==> src/design/latsc_pkg.sv <==
//~~~~~~~~~~~~~~~~~~~~~~~~~~~~~~~~~~~~~~~~~~~~~~~~~~~~~~~~~~~~~~~~~~~~~~~~~~
// Shared definitions for the latency scoreboard
//   Request opcodes and the type field position in the header
//   Tracking tag and countdown widths
//   Per-opcode delay bounds in cycles
//   Slot states of the latency slot array
//~~~~~~~~~~~~~~~~~~~~~~~~~~~~~~~~~~~~~~~~~~~~~~~~~~~~~~~~~~~~~~~~~~~~~~~~~~

package latsc_pkg;

   // Request opcodes, 3 bit type field
   typedef enum logic [2:0] {
      RD_LINE  = 3'd1,
      WR_LINE  = 3'd2,
      WR_THRU  = 3'd3,
      WR_FENCE = 3'd4,
      INTR     = 3'd5
   } req_type_e;

   // Type field sits in the low header bits
   localparam int TYPE_LSB   = 0;
   localparam int TYPE_WIDTH = 3;

   // Tracking tag attached at the input
   localparam int TID_WIDTH = 16;

   // Slot countdown width, bounds below must fit
   localparam int COUNT_WIDTH = 8;

   // Delay bounds per opcode
   localparam int LAT_MIN_RD  = 10;
   localparam int LAT_MAX_RD  = 40;
   localparam int LAT_MIN_WR  = 8;
   localparam int LAT_MAX_WR  = 30;
   localparam int LAT_MIN_WT  = 6;
   localparam int LAT_MAX_WT  = 20;
   localparam int LAT_MIN_INT = 4;
   localparam int LAT_MAX_INT = 12;
   // Fixed delay for opcodes without a model
   localparam int LAT_UNDEF   = 16;

   // Slot life cycle
   typedef enum logic [1:0] {
      SLOT_FREE,
      SLOT_COUNT,
      SLOT_READY
   } slot_state_e;

endpackage
==> src/design/fence_filter.sv <==
//~~~~~~~~~~~~~~~~~~~~~~~~~~~~~~~~~~~~~~~~~~~~~~~~~~~~~~~~~~~~~~~~~~~~~~~~~~
// Write-fence filter
//   Head decode against the fence opcode
//   Pass / trap FSM holding a fence until downstream drains
//   Pop control for the input FIFO, push control for the request FIFO
//~~~~~~~~~~~~~~~~~~~~~~~~~~~~~~~~~~~~~~~~~~~~~~~~~~~~~~~~~~~~~~~~~~~~~~~~~~

`timescale 1ns/1ps

module fence_filter #(
   parameter int HDR_WIDTH = 24
) (
   input  logic                 clk,
   input  logic                 rst,
   input  logic [HDR_WIDTH-1:0] head_meta_i,
   input  logic                 head_valid_i,
   input  logic                 head_empty_i,
   input  logic                 q_alm_full_i,
   input  logic                 downstream_empty_i,
   output logic                 pop_o,
   output logic                 push_o
);

   typedef enum logic [1:0] {
      PASS,
      FENCE_WAIT,
      FENCE_DONE
   } fence_state_e;

   fence_state_e state_q;
   logic         head_seen_q;
   logic         head_ok;
   logic         is_fence;
   logic         pass_pop;
   logic         push_q;

   // Head word is trustworthy once the FIFO was nonempty and unpopped last cycle
   always_ff @(posedge clk) begin
      if (rst)
         head_seen_q <= 1'b0;
      else
         head_seen_q <= !head_empty_i && !pop_o;
   end

   assign head_ok  = head_seen_q && !head_empty_i;
   assign is_fence = head_ok &&
      (head_meta_i[latsc_pkg::TYPE_LSB +: latsc_pkg::TYPE_WIDTH] == latsc_pkg::WR_FENCE);

   // Ordinary requests flow while the request FIFO has room
   assign pass_pop = (state_q == PASS) && head_ok && !is_fence && !q_alm_full_i;
   // Fence leaves in FENCE_DONE and is never pushed
   assign pop_o    = pass_pop || (state_q == FENCE_DONE);

   // Trap FSM
   always_ff @(posedge clk) begin
      if (rst) begin
         state_q <= PASS;
      end else begin
         case (state_q)
            PASS: begin
               if (is_fence)
                  state_q <= FENCE_WAIT;
            end
            // Hold until the request FIFO, slots and output FIFO drain
            FENCE_WAIT: begin
               if (downstream_empty_i)
                  state_q <= FENCE_DONE;
            end
            // Pop cycle, the following cycle is spent re-reading the head
            FENCE_DONE: state_q <= PASS;
            default:    state_q <= PASS;
         endcase
      end
   end

   // Push lines up with the read valid of the popped word
   always_ff @(posedge clk) begin
      if (rst)
         push_q <= 1'b0;
      else
         push_q <= pass_pop;
   end

   assign push_o = push_q && head_valid_i;

   // Only a fence head is discarded, and only after the model was seen empty
   fence_pop_after_empty: assert property (@(posedge clk) disable iff (rst)
      (pop_o && state_q == FENCE_DONE) |-> is_fence && $past(downstream_empty_i));

endmodule

==> config.mk <==
export PLATFORM = sky130hd
export DESIGN_NAME = fence_filter
export DESIGN_NICKNAME = d
export VERILOG_FILES = /design/src/design/latsc_pkg.sv /design/src/design/fence_filter.sv
export SDC_FILE = /design/constraint.sdc
export NUM_CORES = 1
export LEC_CHECK = 0
export BUFFER_PORTS_ARGS = -buffer_cell sky130_fd_sc_hd__clkbuf_2
export CORE_AREA = 2 2 39 41
export DETAILED_ROUTE_END_ITERATION = 8
export DIE_AREA = 0 0 41 43
export SETUP_SLACK_MARGIN = 0.4
export SKIP_CTS_REPAIR_TIMING = 1
export SYNTH_ARGS = -nofsm -noshare
export SYNTH_HDL_FRONTEND = slang
export SYNTH_SLANG_ARGS = --single-unit
==> constraint.sdc <==
create_clock -name clk -period 3.3 [get_ports clk]
set_input_delay 0.66 -clock clk [delete_from_list [all_inputs] [get_ports clk]]
set_output_delay 0.66 -clock clk [all_outputs]
set_load 0.01 [all_outputs]
==> flow_summary.yaml <==
logic_synthesis:
  synth_top_family_by_area: "simple AND/OR/NAND/NOR gates"
  yosysTopAreaCell: "dfxtp_1"
  synthMuxAreaShare: 0
  synth_cell_types: 13
  synth_compound_area_frac: 0.133
  syn-mean-instance-area_um2: 10.4
  yosysSeqAreaShare: 0.427
  synthXorXnorAreaFrac: 0
  yosys.area_share.simple: 0.420
  yosys_warnings: 0
  synth_area_leaders: "dfxtp_1 43%, nor4b_1 14%, or4b_4 7.3%"
  ys_ff_latch: 4
  synth_top_area_frac: 0.427
  synthAdderAreaFrac: 0
  syn-cell-area_um2: 188
  synth_nets: 48
  syn-instance-count: 18
global_routing:
  grtUsageMet3: 0.0942
  grt_pass1_vias: 141
  grt_pass1_wl_um: 662
  grt.busiest_layer: "met3"
  grt_max_degree: 7
  grtUsageTotal: 0.0622
  antenna_found_initial: 0
  grt_use_met1: 0.0897
  met2_usage: 0.0500
  overflow: 0
cts:
  insertion_delay_ns: 0.23
  cts_made_buffers: 3
  cts.sinks: 4
  root_buffer: "clkbuf_4"
  path_clk_slew_ns: 0.03
  htreeDepth: 1
  cts_tree: "yes"
  clock_path_buffers: 2
worst_setup_path:
  cp.required_ns: 2.64
  cp-start-kind: "input port"
  regToRegStartpoint: "state_q[0]"
  endpoint_kind: "output port"
  r2r_setup_slack_ns: 2.05
  path_class: "in -> out"
  critical_path.max_fanout: 3
  r2r_end: "head_seen_q"
  crit_arrival_ns: 1.58
  reg2regPathDepth: 2
power:
  pwr-share-clk: 0.488
  power_density_mw_per_mm2: 427
  p_comb_frac: 0.093
  internal_power_uw: 96.5
  ir_drop_mv: 0.167
  p_leak_nw: 0.121
  swShare: 0.194
  p_sw_uw: 23.3
  share_seq_of_total_power: 0.419
  power_uw: 120
floorplanning:
  coreArea_mm2: 0.00138
  die_h_um: 43
  fp.dieW_um: 41
  design.die.area_mm2: 0.00176
  initial_utilization: 0.136
  rows: 14
  io_pins: 32
sta:
  period_minus_slack_ns: 2.24
  tns_ns: 0
  setup_viol: 0
  finalCritPeriodShare: 0.680
  rsz0062_at_grt: "no"
  worst_pin_slew_ns: 0.477
  fmax_mhz: 446
  skew_ns: 0.00184
  drv_slew: 0
  slew_headroom: 0.681
  hold_viol_final: 0
cells_and_area:
  drive_gt1_frac: 0.484
  fin_util: 0.203
  stdcell_count: 47
  final_cell_mix: "10 x clkbuf_2, 4 x dfxtp_1, 3 x nor4b_1, 3 x clkbuf_4"
  n_fill_cell: 154
  final_common_cell: "clkbuf_2"
  synthToLayoutAreaGrowth_pct: 49.3
  nets: 63
  diodes: 0
  postLayoutCellArea_um2: 280
place:
  portBuffers: 10
  place_area_um2: 258
  gp_congestion: 0.689
  dp_hpwl_um: 332
  placed_cells: 44
worst_hold_path:
  hold_path_depth: 2
  hold-path-endpoint: "state_q[1]"
  holdCritPathClass: "reg -> reg"
  hold_start: "state_q[0]"
route:
  wl_um: 410
  drtIter0Drc: 2
  ant_nets: 0
  drc_errors: 0
  via_count: 180
  wire_per_inst_um: 8.72
  drt_first_pass_iters: 3
  avgViaCountPerCell: 3.83
outcome:
  status: "finished, final reports clean"
job:
  maxCapViolations: 0
critical path, cell delays in order:
cell and delay, ns:
clkbuf_2 0.10, or4b_4 0.54, o22ai_1 0.13, clkbuf_2 0.15
how the worst max path moves through the flow:
stage / from / to / slack [ns] / cells after the start
finish: head_empty_i / pop_o / 1.06 / 4
global route: head_empty_i / pop_o / 1.02 / 4
CTS: head_empty_i / pop_o / 1.06 / 4
detailed placement: head_empty_i / pop_o / 1.06 / 4
global placement: head_empty_i / pop_o / 1.06 / 4
floorplan: head_empty_i / pop_o / 1.25 / 2
registers in the layout, summed over array words and instances, names as in the netlist:
name / count
push_q: 1
state_q: 2
head_seen_q: 1
per-layer routing:
metal	wire length (um)	part of all wire	vias to the layer above
met1	221	0.54	69
met2	125	0.30	12
met5	0	0	-
met3	63	0.15	0
li1	-	-	99
met4	0	0	0
synth_stat cells:
library cell,count
nor4b_1,3
inv_1,1
nor4_2,1
and2_1,1
nand2_1,1
nor2_1,1
a21o_1,1
o22ai_1,1
dfxtp_1,4
o221a_1,1
nor3_1,1
nor3b_1,1
or4b_4,1
power groups by stage:
| stage | Clock, mW | Sequential [mW] | Combinational, mW |
|---|---|---|---|
| floorplan | 0 | 0.0507 | 0.00412 |
| global placement | 0 | 0.0509 | 0.0110 |
| detailed placement | 0 | 0.0509 | 0.0111 |
| CTS | 0.0607 | 0.0502 | 0.0112 |
| global route | 0.0647 | 0.0502 | 0.0123 |
| finish | 0.0585 | 0.0502 | 0.0112 |
through the flow:
stage	hold slack (ns)	setup slack [ns]
finish	0.500	1.06
floorplan	0.461	1.25
detailed placement	0.500	1.06
CTS	0.505	1.06
global route	0.543	1.02
global placement	0.491	1.06
cell type report:
cell class | count | area (um2) | share of cell area
clock buffers | 3 | 22.5 | 0.0804
inverters | 1 | 3.75 | 0.0134
multi-input cells | 13 | 104 | 0.371
flip-flops and latches | 4 | 80.1 | 0.286
well taps | 16 | 20.0 | 0.0714
repair buffers | 10 | 50.0 | 0.179
cell families after synthesis:
group                  count (synthesis)
DFF                                    4
buffers and inverters                  1
AOI/OAI and AO/OA                      3
and+or+nand+nor                       10
(Power assumes the default switching activity.)
