**config.mk**
```make
export PLATFORM = sky130hd
export DESIGN_NAME = sync_fifo
export DESIGN_NICKNAME = d
export VERILOG_FILES = /design/src/design/sync_fifo.sv
export SDC_FILE = /design/constraint.sdc
export NUM_CORES = 1
export LEC_CHECK = 0
export BUFFER_PORTS_ARGS = -buffer_cell sky130_fd_sc_hd__buf_2
export CAP_MARGIN = 20
export CELL_PAD_IN_SITES_DETAIL_PLACEMENT = 1
export CELL_PAD_IN_SITES_GLOBAL_PLACEMENT = 2
export CORE_MARGIN = 2
export CORE_UTILIZATION = 51
export CTS_CLUSTER_SIZE = 28
export DETAILED_ROUTE_END_ITERATION = 8
export GPL_TIMING_DRIVEN = 0
export PLACE_DENSITY_LB_ADDON = 0.15
export SLEW_MARGIN = 25
export SYNTH_ARGS = -nofsm -noshare
export SYNTH_HDL_FRONTEND = slang
export SYNTH_SLANG_ARGS = --single-unit
```
**constraint.sdc**
```tcl
create_clock -name clk -period 9.45 [get_ports clk]
set_input_delay 0 -clock clk [delete_from_list [all_inputs] [get_ports clk]]
set_output_delay 0 -clock clk [all_outputs]
set_load 0.05 [all_outputs]
```
**src/design/sync_fifo.sv**
```systemverilog
//~~~~~~~~~~~~~~~~~~~~~~~~~~~~~~~~~~~~~~~~~~~~~~~~~~~~~~~~~~~~~~~~~~~~~~~~~~
// Synchronous FIFO
//   Circular buffer with registered read data and read valid
//   Occupancy count, almost-full threshold, empty flag
//   One-cycle overflow and underflow pulses
//~~~~~~~~~~~~~~~~~~~~~~~~~~~~~~~~~~~~~~~~~~~~~~~~~~~~~~~~~~~~~~~~~~~~~~~~~~

`timescale 1ns/1ps

module sync_fifo #(
   parameter int WIDTH       = 32,
   parameter int DEPTH_LOG2  = 3,
   parameter int FULL_THRESH = 5
) (
   input  logic                clk,
   input  logic                rst,
   input  logic                wr_en_i,
   input  logic [WIDTH-1:0]    data_i,
   input  logic                rd_en_i,
   output logic [WIDTH-1:0]    data_o,
   output logic                valid_o,
   output logic                alm_full_o,
   output logic                empty_o,
   output logic [DEPTH_LOG2:0] count_o,
   output logic                overflow_o,
   output logic                underflow_o
);

   localparam int DEPTH = 2 ** DEPTH_LOG2;
   localparam int CW    = DEPTH_LOG2 + 1;

   logic [WIDTH-1:0]      mem [DEPTH];
   logic [DEPTH_LOG2-1:0] wr_ptr_q;
   logic [DEPTH_LOG2-1:0] rd_ptr_q;
   logic [DEPTH_LOG2:0]   count_q;
   logic                  full;
   logic                  wr_ok;
   logic                  rd_ok;

   assign full       = (count_q == CW'(DEPTH));
   assign empty_o    = (count_q == '0);
   assign alm_full_o = (count_q >= CW'(FULL_THRESH));
   assign count_o    = count_q;
   // Writes when full and reads when empty are dropped
   assign wr_ok      = wr_en_i && !full;
   assign rd_ok      = rd_en_i && !empty_o;

   // Read register samples the head every cycle
   // After a pop it holds the popped word, otherwise the current head
   always_ff @(posedge clk) begin
      if (wr_ok)
         mem[wr_ptr_q] <= data_i;
      data_o <= mem[rd_ptr_q];
   end

   always_ff @(posedge clk) begin
      if (rst) begin
         wr_ptr_q    <= '0;
         rd_ptr_q    <= '0;
         count_q     <= '0;
         valid_o     <= 1'b0;
         overflow_o  <= 1'b0;
         underflow_o <= 1'b0;
      end else begin
         if (wr_ok)
            wr_ptr_q <= wr_ptr_q + 1'b1;
         if (rd_ok)
            rd_ptr_q <= rd_ptr_q + 1'b1;
         // Occupancy, unchanged on simultaneous read and write
         case ({wr_ok, rd_ok})
            2'b10:   count_q <= count_q + 1'b1;
            2'b01:   count_q <= count_q - 1'b1;
            default: count_q <= count_q;
         endcase
         valid_o     <= rd_ok;
         overflow_o  <= wr_en_i && full;
         underflow_o <= rd_en_i && empty_o;
      end
   end

   // Accepted write never lands on an unread entry
   wr_free_entry: assert property (@(posedge clk) disable iff (rst)
      wr_ok |-> (wr_ptr_q != rd_ptr_q) || empty_o);

endmodule

```
==> run_summary.xml <==
<?xml version="1.0" encoding="UTF-8"?>
<metrics>
  <group name="floorplan">
    <metric name="die_width" unit="um">151</metric>
    <metric name="placeable_area" unit="sq um">21200</metric>
    <metric name="io_pins" unit="">77</metric>
    <metric name="fp.dieArea" unit="sq um">22900</metric>
    <metric name="y_dimension_of_the_die" unit="um">151</metric>
    <metric name="placement_rows" unit="">53</metric>
    <metric name="start_util" unit="%">52.4</metric>
  </group>
  <group name="synthesis">
    <metric name="yosys.cell_count.top_type" unit="">edfxtp_1</metric>
    <metric name="post_synth_main_area_contributors" unit="">edfxtp_1 69%, dfxtp_1 8.1%, mux4_2 7.3%</metric>
    <metric name="synth-edff-count" unit="">256</metric>
    <metric name="async_flop_share" unit="%">0</metric>
    <metric name="mappedNetlistArea" unit="sq um">11100</metric>
    <metric name="postSynthNetCount" unit="">524</metric>
    <metric name="ys_seq_elements" unit="">301</metric>
    <metric name="avgSynthCellArea" unit="sq um">23.0</metric>
    <metric name="yosysWarningCount" unit="">0</metric>
    <metric name="synth_sequential_area_ratio" unit="%">77.4</metric>
    <metric name="synth.distinct_cells" unit="">35</metric>
    <metric name="yosys.area.top_type_share" unit="%">69.3</metric>
    <metric name="postSynthCellCount" unit="">483</metric>
    <metric name="synth_flop_cell" unit="">edfxtp_1</metric>
    <metric name="synth.top_cells.by_count" unit="">256 x edfxtp_1, 45 x dfxtp_1, 36 x mux4_2</metric>
    <metric name="yosys.area.top_type" unit="">edfxtp_1</metric>
  </group>
  <group name="timing">
    <metric name="pnr_worst_setup_slack" unit="ps">6590</metric>
    <metric name="clock_skew" unit="ps">19.2</metric>
    <metric name="fmax" unit="GHz">0.349</metric>
    <metric name="final_hold_viol_count" unit="">0</metric>
    <metric name="setup_total_negative_slack" unit="ps">0</metric>
    <metric name="holdWs" unit="ps">292</metric>
    <metric name="maxSlewHeadroom" unit="%">46.9</metric>
    <metric name="min_period_over_period" unit="%">30.3</metric>
    <metric name="setup_repair_after_global_routing_missed_its_margin" unit="">no</metric>
    <metric name="timing_worst_slew_pin_value" unit="ps">796</metric>
    <metric name="report.final.slew_viol_count" unit="">0</metric>
    <metric name="min_period" unit="ps">2860</metric>
    <metric name="finalSetupViolations" unit="">0</metric>
  </group>
  <group name="global_routing">
    <metric name="global_route_total_overflow" unit="">0</metric>
    <metric name="gr-usage-all-layers" unit="%">20.9</metric>
    <metric name="grt_pass1_vias" unit="">5834</metric>
    <metric name="antenna_violations_before_repair" unit="">0</metric>
    <metric name="grt_pass1_wl" unit="um">34600</metric>
    <metric name="largest_net_degree_at_the_start_of_global_routing" unit="">18</metric>
  </group>
  <group name="placement">
    <metric name="finalWeightedCongestion" unit="">0.688</metric>
    <metric name="port-buffer-count" unit="">76</metric>
    <metric name="dp_hpwl" unit="um">14300</metric>
    <metric name="place_worst_setup_slack" unit="ps">6570</metric>
  </group>
  <group name="pwr">
    <metric name="power_density" unit="nW/um^2">267</metric>
    <metric name="worst_ir_drop_vdd" unit="mV">0.206</metric>
    <metric name="power.leakage" unit="uW">0.00469</metric>
  </group>
  <group name="final_layout">
    <metric name="regArea" unit="sq um">8590</metric>
    <metric name="nFillCells" unit="">1734</metric>
    <metric name="drive_above_1_share" unit="%">35.5</metric>
    <metric name="multiInputGateArea" unit="sq um">2360</metric>
    <metric name="antenna_cells" unit="">0</metric>
    <metric name="finish.net_count" unit="">703</metric>
    <metric name="area_growth_syn_to_layout" unit="%">22.2</metric>
  </group>
  <group name="worst_hold_path">
    <metric name="whs_endpoint" unit="">overflow_o</metric>
    <metric name="worstHoldPathCells" unit="">3</metric>
    <metric name="hold_path.class" unit="">primary input to flop</metric>
    <metric name="holdCritStartpoint" unit="">rst</metric>
  </group>
  <group name="critical_path">
    <metric name="rr_worst_depth" unit="">10</metric>
    <metric name="critical_path_arrival" unit="ps">3240</metric>
    <metric name="startpoint_type" unit="">flop</metric>
    <metric name="path_max_fanout" unit="">9</metric>
    <metric name="timing.critical_path.cells" unit="">buf_6 -&gt; or4_1 -&gt; nand2_1 -&gt; inv_1 -&gt; ha_1 -&gt; clkbuf_1 -&gt; nor4b_1 -&gt; o21ai_1 -&gt; o31ai_1 -&gt; mux2_1</metric>
    <metric name="timing.rr.start" unit="">count_o[1]</metric>
    <metric name="cpPeakStageDelay" unit="ps">600</metric>
    <metric name="crit_slowest_cell" unit="">or4_1</metric>
    <metric name="cp_data_required_time" unit="ps">9830</metric>
    <metric name="critPathCaptureType" unit="">flop</metric>
    <metric name="setup.reg_to_reg.worst_slack" unit="ps">6590</metric>
    <metric name="critPathKind" unit="">flop to flop</metric>
    <metric name="critical_path.reg2reg.endpoint" unit="">count_o[3]</metric>
  </group>
  <group name="route">
    <metric name="wire_per_inst" unit="um">23.4</metric>
    <metric name="post_drt_via_cell_ratio" unit="">5.49</metric>
    <metric name="drt_first_iter_violations" unit="">289</metric>
    <metric name="drcViolationCount" unit="">0</metric>
    <metric name="drt_wl_total" unit="um">22600</metric>
    <metric name="drt_pre_antenna_iters" unit="">4</metric>
    <metric name="detailroute.via_count" unit="">5280</metric>
    <metric name="drt_antenna_net_count" unit="">0</metric>
  </group>
  <group name="cts">
    <metric name="htree_num_levels" unit="">2</metric>
    <metric name="num_cts_buffers" unit="">34</metric>
    <metric name="clock-sinks" unit="">301</metric>
    <metric name="tritoncts" unit="">done</metric>
    <metric name="clock_path_buffers" unit="">3</metric>
    <metric name="cts_resized" unit="">0</metric>
    <metric name="insertion_delay" unit="ps">500</metric>
    <metric name="clk_pin_slew" unit="ps">60</metric>
    <metric name="cts_root_buf" unit="">clkbuf_16</metric>
  </group>
  <group name="run_status">
    <metric name="run_status" unit="">finished, final reports clean</metric>
  </group>
  <group name="flow_run">
    <metric name="timing.max_cap.violations" unit="">0</metric>
  </group>
</metrics>
[where the power goes]
| part | total [uW] | internal [uW] | leakage (uW) | switching (uW) |
|---|---|---|---|---|
| registers | 1610 | 1560 | 0.00270 | 43.3 |
| logic | 821 | 324 | 0.00149 | 497 |
| clock network | 1190 | 696 | 0.000499 | 490 |
| total | 3610 | 2580 | 0.00469 | 1030 |
[layout by cell type, fill, tap and decap left out, types with 2 or more instances in the layout]
cell,instances
mux4_1,28
clkinv_2,6
nand3_1,5
o21ai_0,3
clkbuf_16,35
clkinv_1,7
nor2_1,8
edfxtp_1,256
nor3b_1,2
buf_12,5
buf_4,14
ha_1,5
a21oi_1,4
buf_2,89
mux4_2,36
xor2_1,7
clkbuf_8,2
inv_6,2
clkbuf_1,13
nor3_2,4
buf_16,3
buf_1,2
buf_6,9
dlygate4sd3_1,36
nor2b_1,2
mux2_2,32
inv_1,2
dfxtp_1,45
nand2_1,5
nand2b_1,3
nor2_4,3
[worst max-delay path, delay by kind of cell (launching register included)]
| kind | cells | cell delay, ps |
|---|---|---|
| fa+ha+maj | 1 | 280 |
| buf+inv | 3 | 420 |
| compound gates | 2 | 190 |
| mux | 1 | 360 |
| flops | 1 | 320 |
| simple gates | 3 | 1190 |
[metal layers]
layer	track usage, %	wire length [um]	share of wire [%]	up-vias
met4	5.65	417	1.8	0
li1	-	-	-	2369
met2	36.2	11700	52	116
met1	27.5	9570	42	2763
met5	0	0	0	-
met3	4.19	897	4.0	32
[stage by stage]
step	cell area [sq um]	power [uW]	util [%]	instances
floorplan	11100	2230	-	483
global placement	11800	2420	55.9	834
detailed placement	12200	2450	57.6	865
CTS	13600	3650	64.1	962
global route	13600	3750	64.1	962
finish	13600	3610	64.1	962
[cell families (layout without fill, tap and decap cells)]
| logic type | count (synthesis) | count (layout) | share of synthesized area (%) |
|---|---|---|---|
| and+or+nand+nor | 39 | 39 | 1.91 |
| buffers and inverters | 24 | 228 | 1.76 |
| AOI/OAI and AO/OA | 9 | 9 | 0.429 |
| muxes | 98 | 98 | 17.4 |
| xor gates and xnor gates | 7 | 7 | 0.553 |
| DFF | 301 | 301 | 77.4 |
| adders and majority gates | 5 | 5 | 0.564 |
[state kept, by name (all words and copies together) (netlist names)]
register,cells
wr_ptr_q,3
rd_ptr_q,3
mem,256
data_o,32
underflow_o,1
valid_o,1
count_o,4
overflow_o,1
[worst max-delay path by stage]
stage / start / end / slack, ps / depth (start not counted)
floorplan: count_o[1] / mem[0][0] / 4730 / 5
global placement: count_o[0] / mem[0][20] / 1660 / 4
CTS: count_o[1] / count_o[3] / 6560 / 10
global route: count_o[1] / count_o[3] / 6420 / 10
detailed placement: count_o[1] / count_o[3] / 6570 / 10
finish: count_o[1] / count_o[3] / 6590 / 10
[final cells by class]
type,instances,area share [%]
Clock inverter,16,0.600
Buffer,22,1.38
Inverter,2,0.0554
Sequential cell,301,63.4
Tap cell,275,2.54
Clock buffer,45,6.89
Timing Repair Buffer,143,7.75
Multi-Input combinational cell,158,17.4
[timing repair]
action / in CTS / in global routing
setup endpoints to repair: 0 / 0
buffers inserted: 0 / 0
hold endpoints to repair: 265 / 0
hold buffers: 36 / 0
No activity file was read; power rests on OpenSTA's default activity.
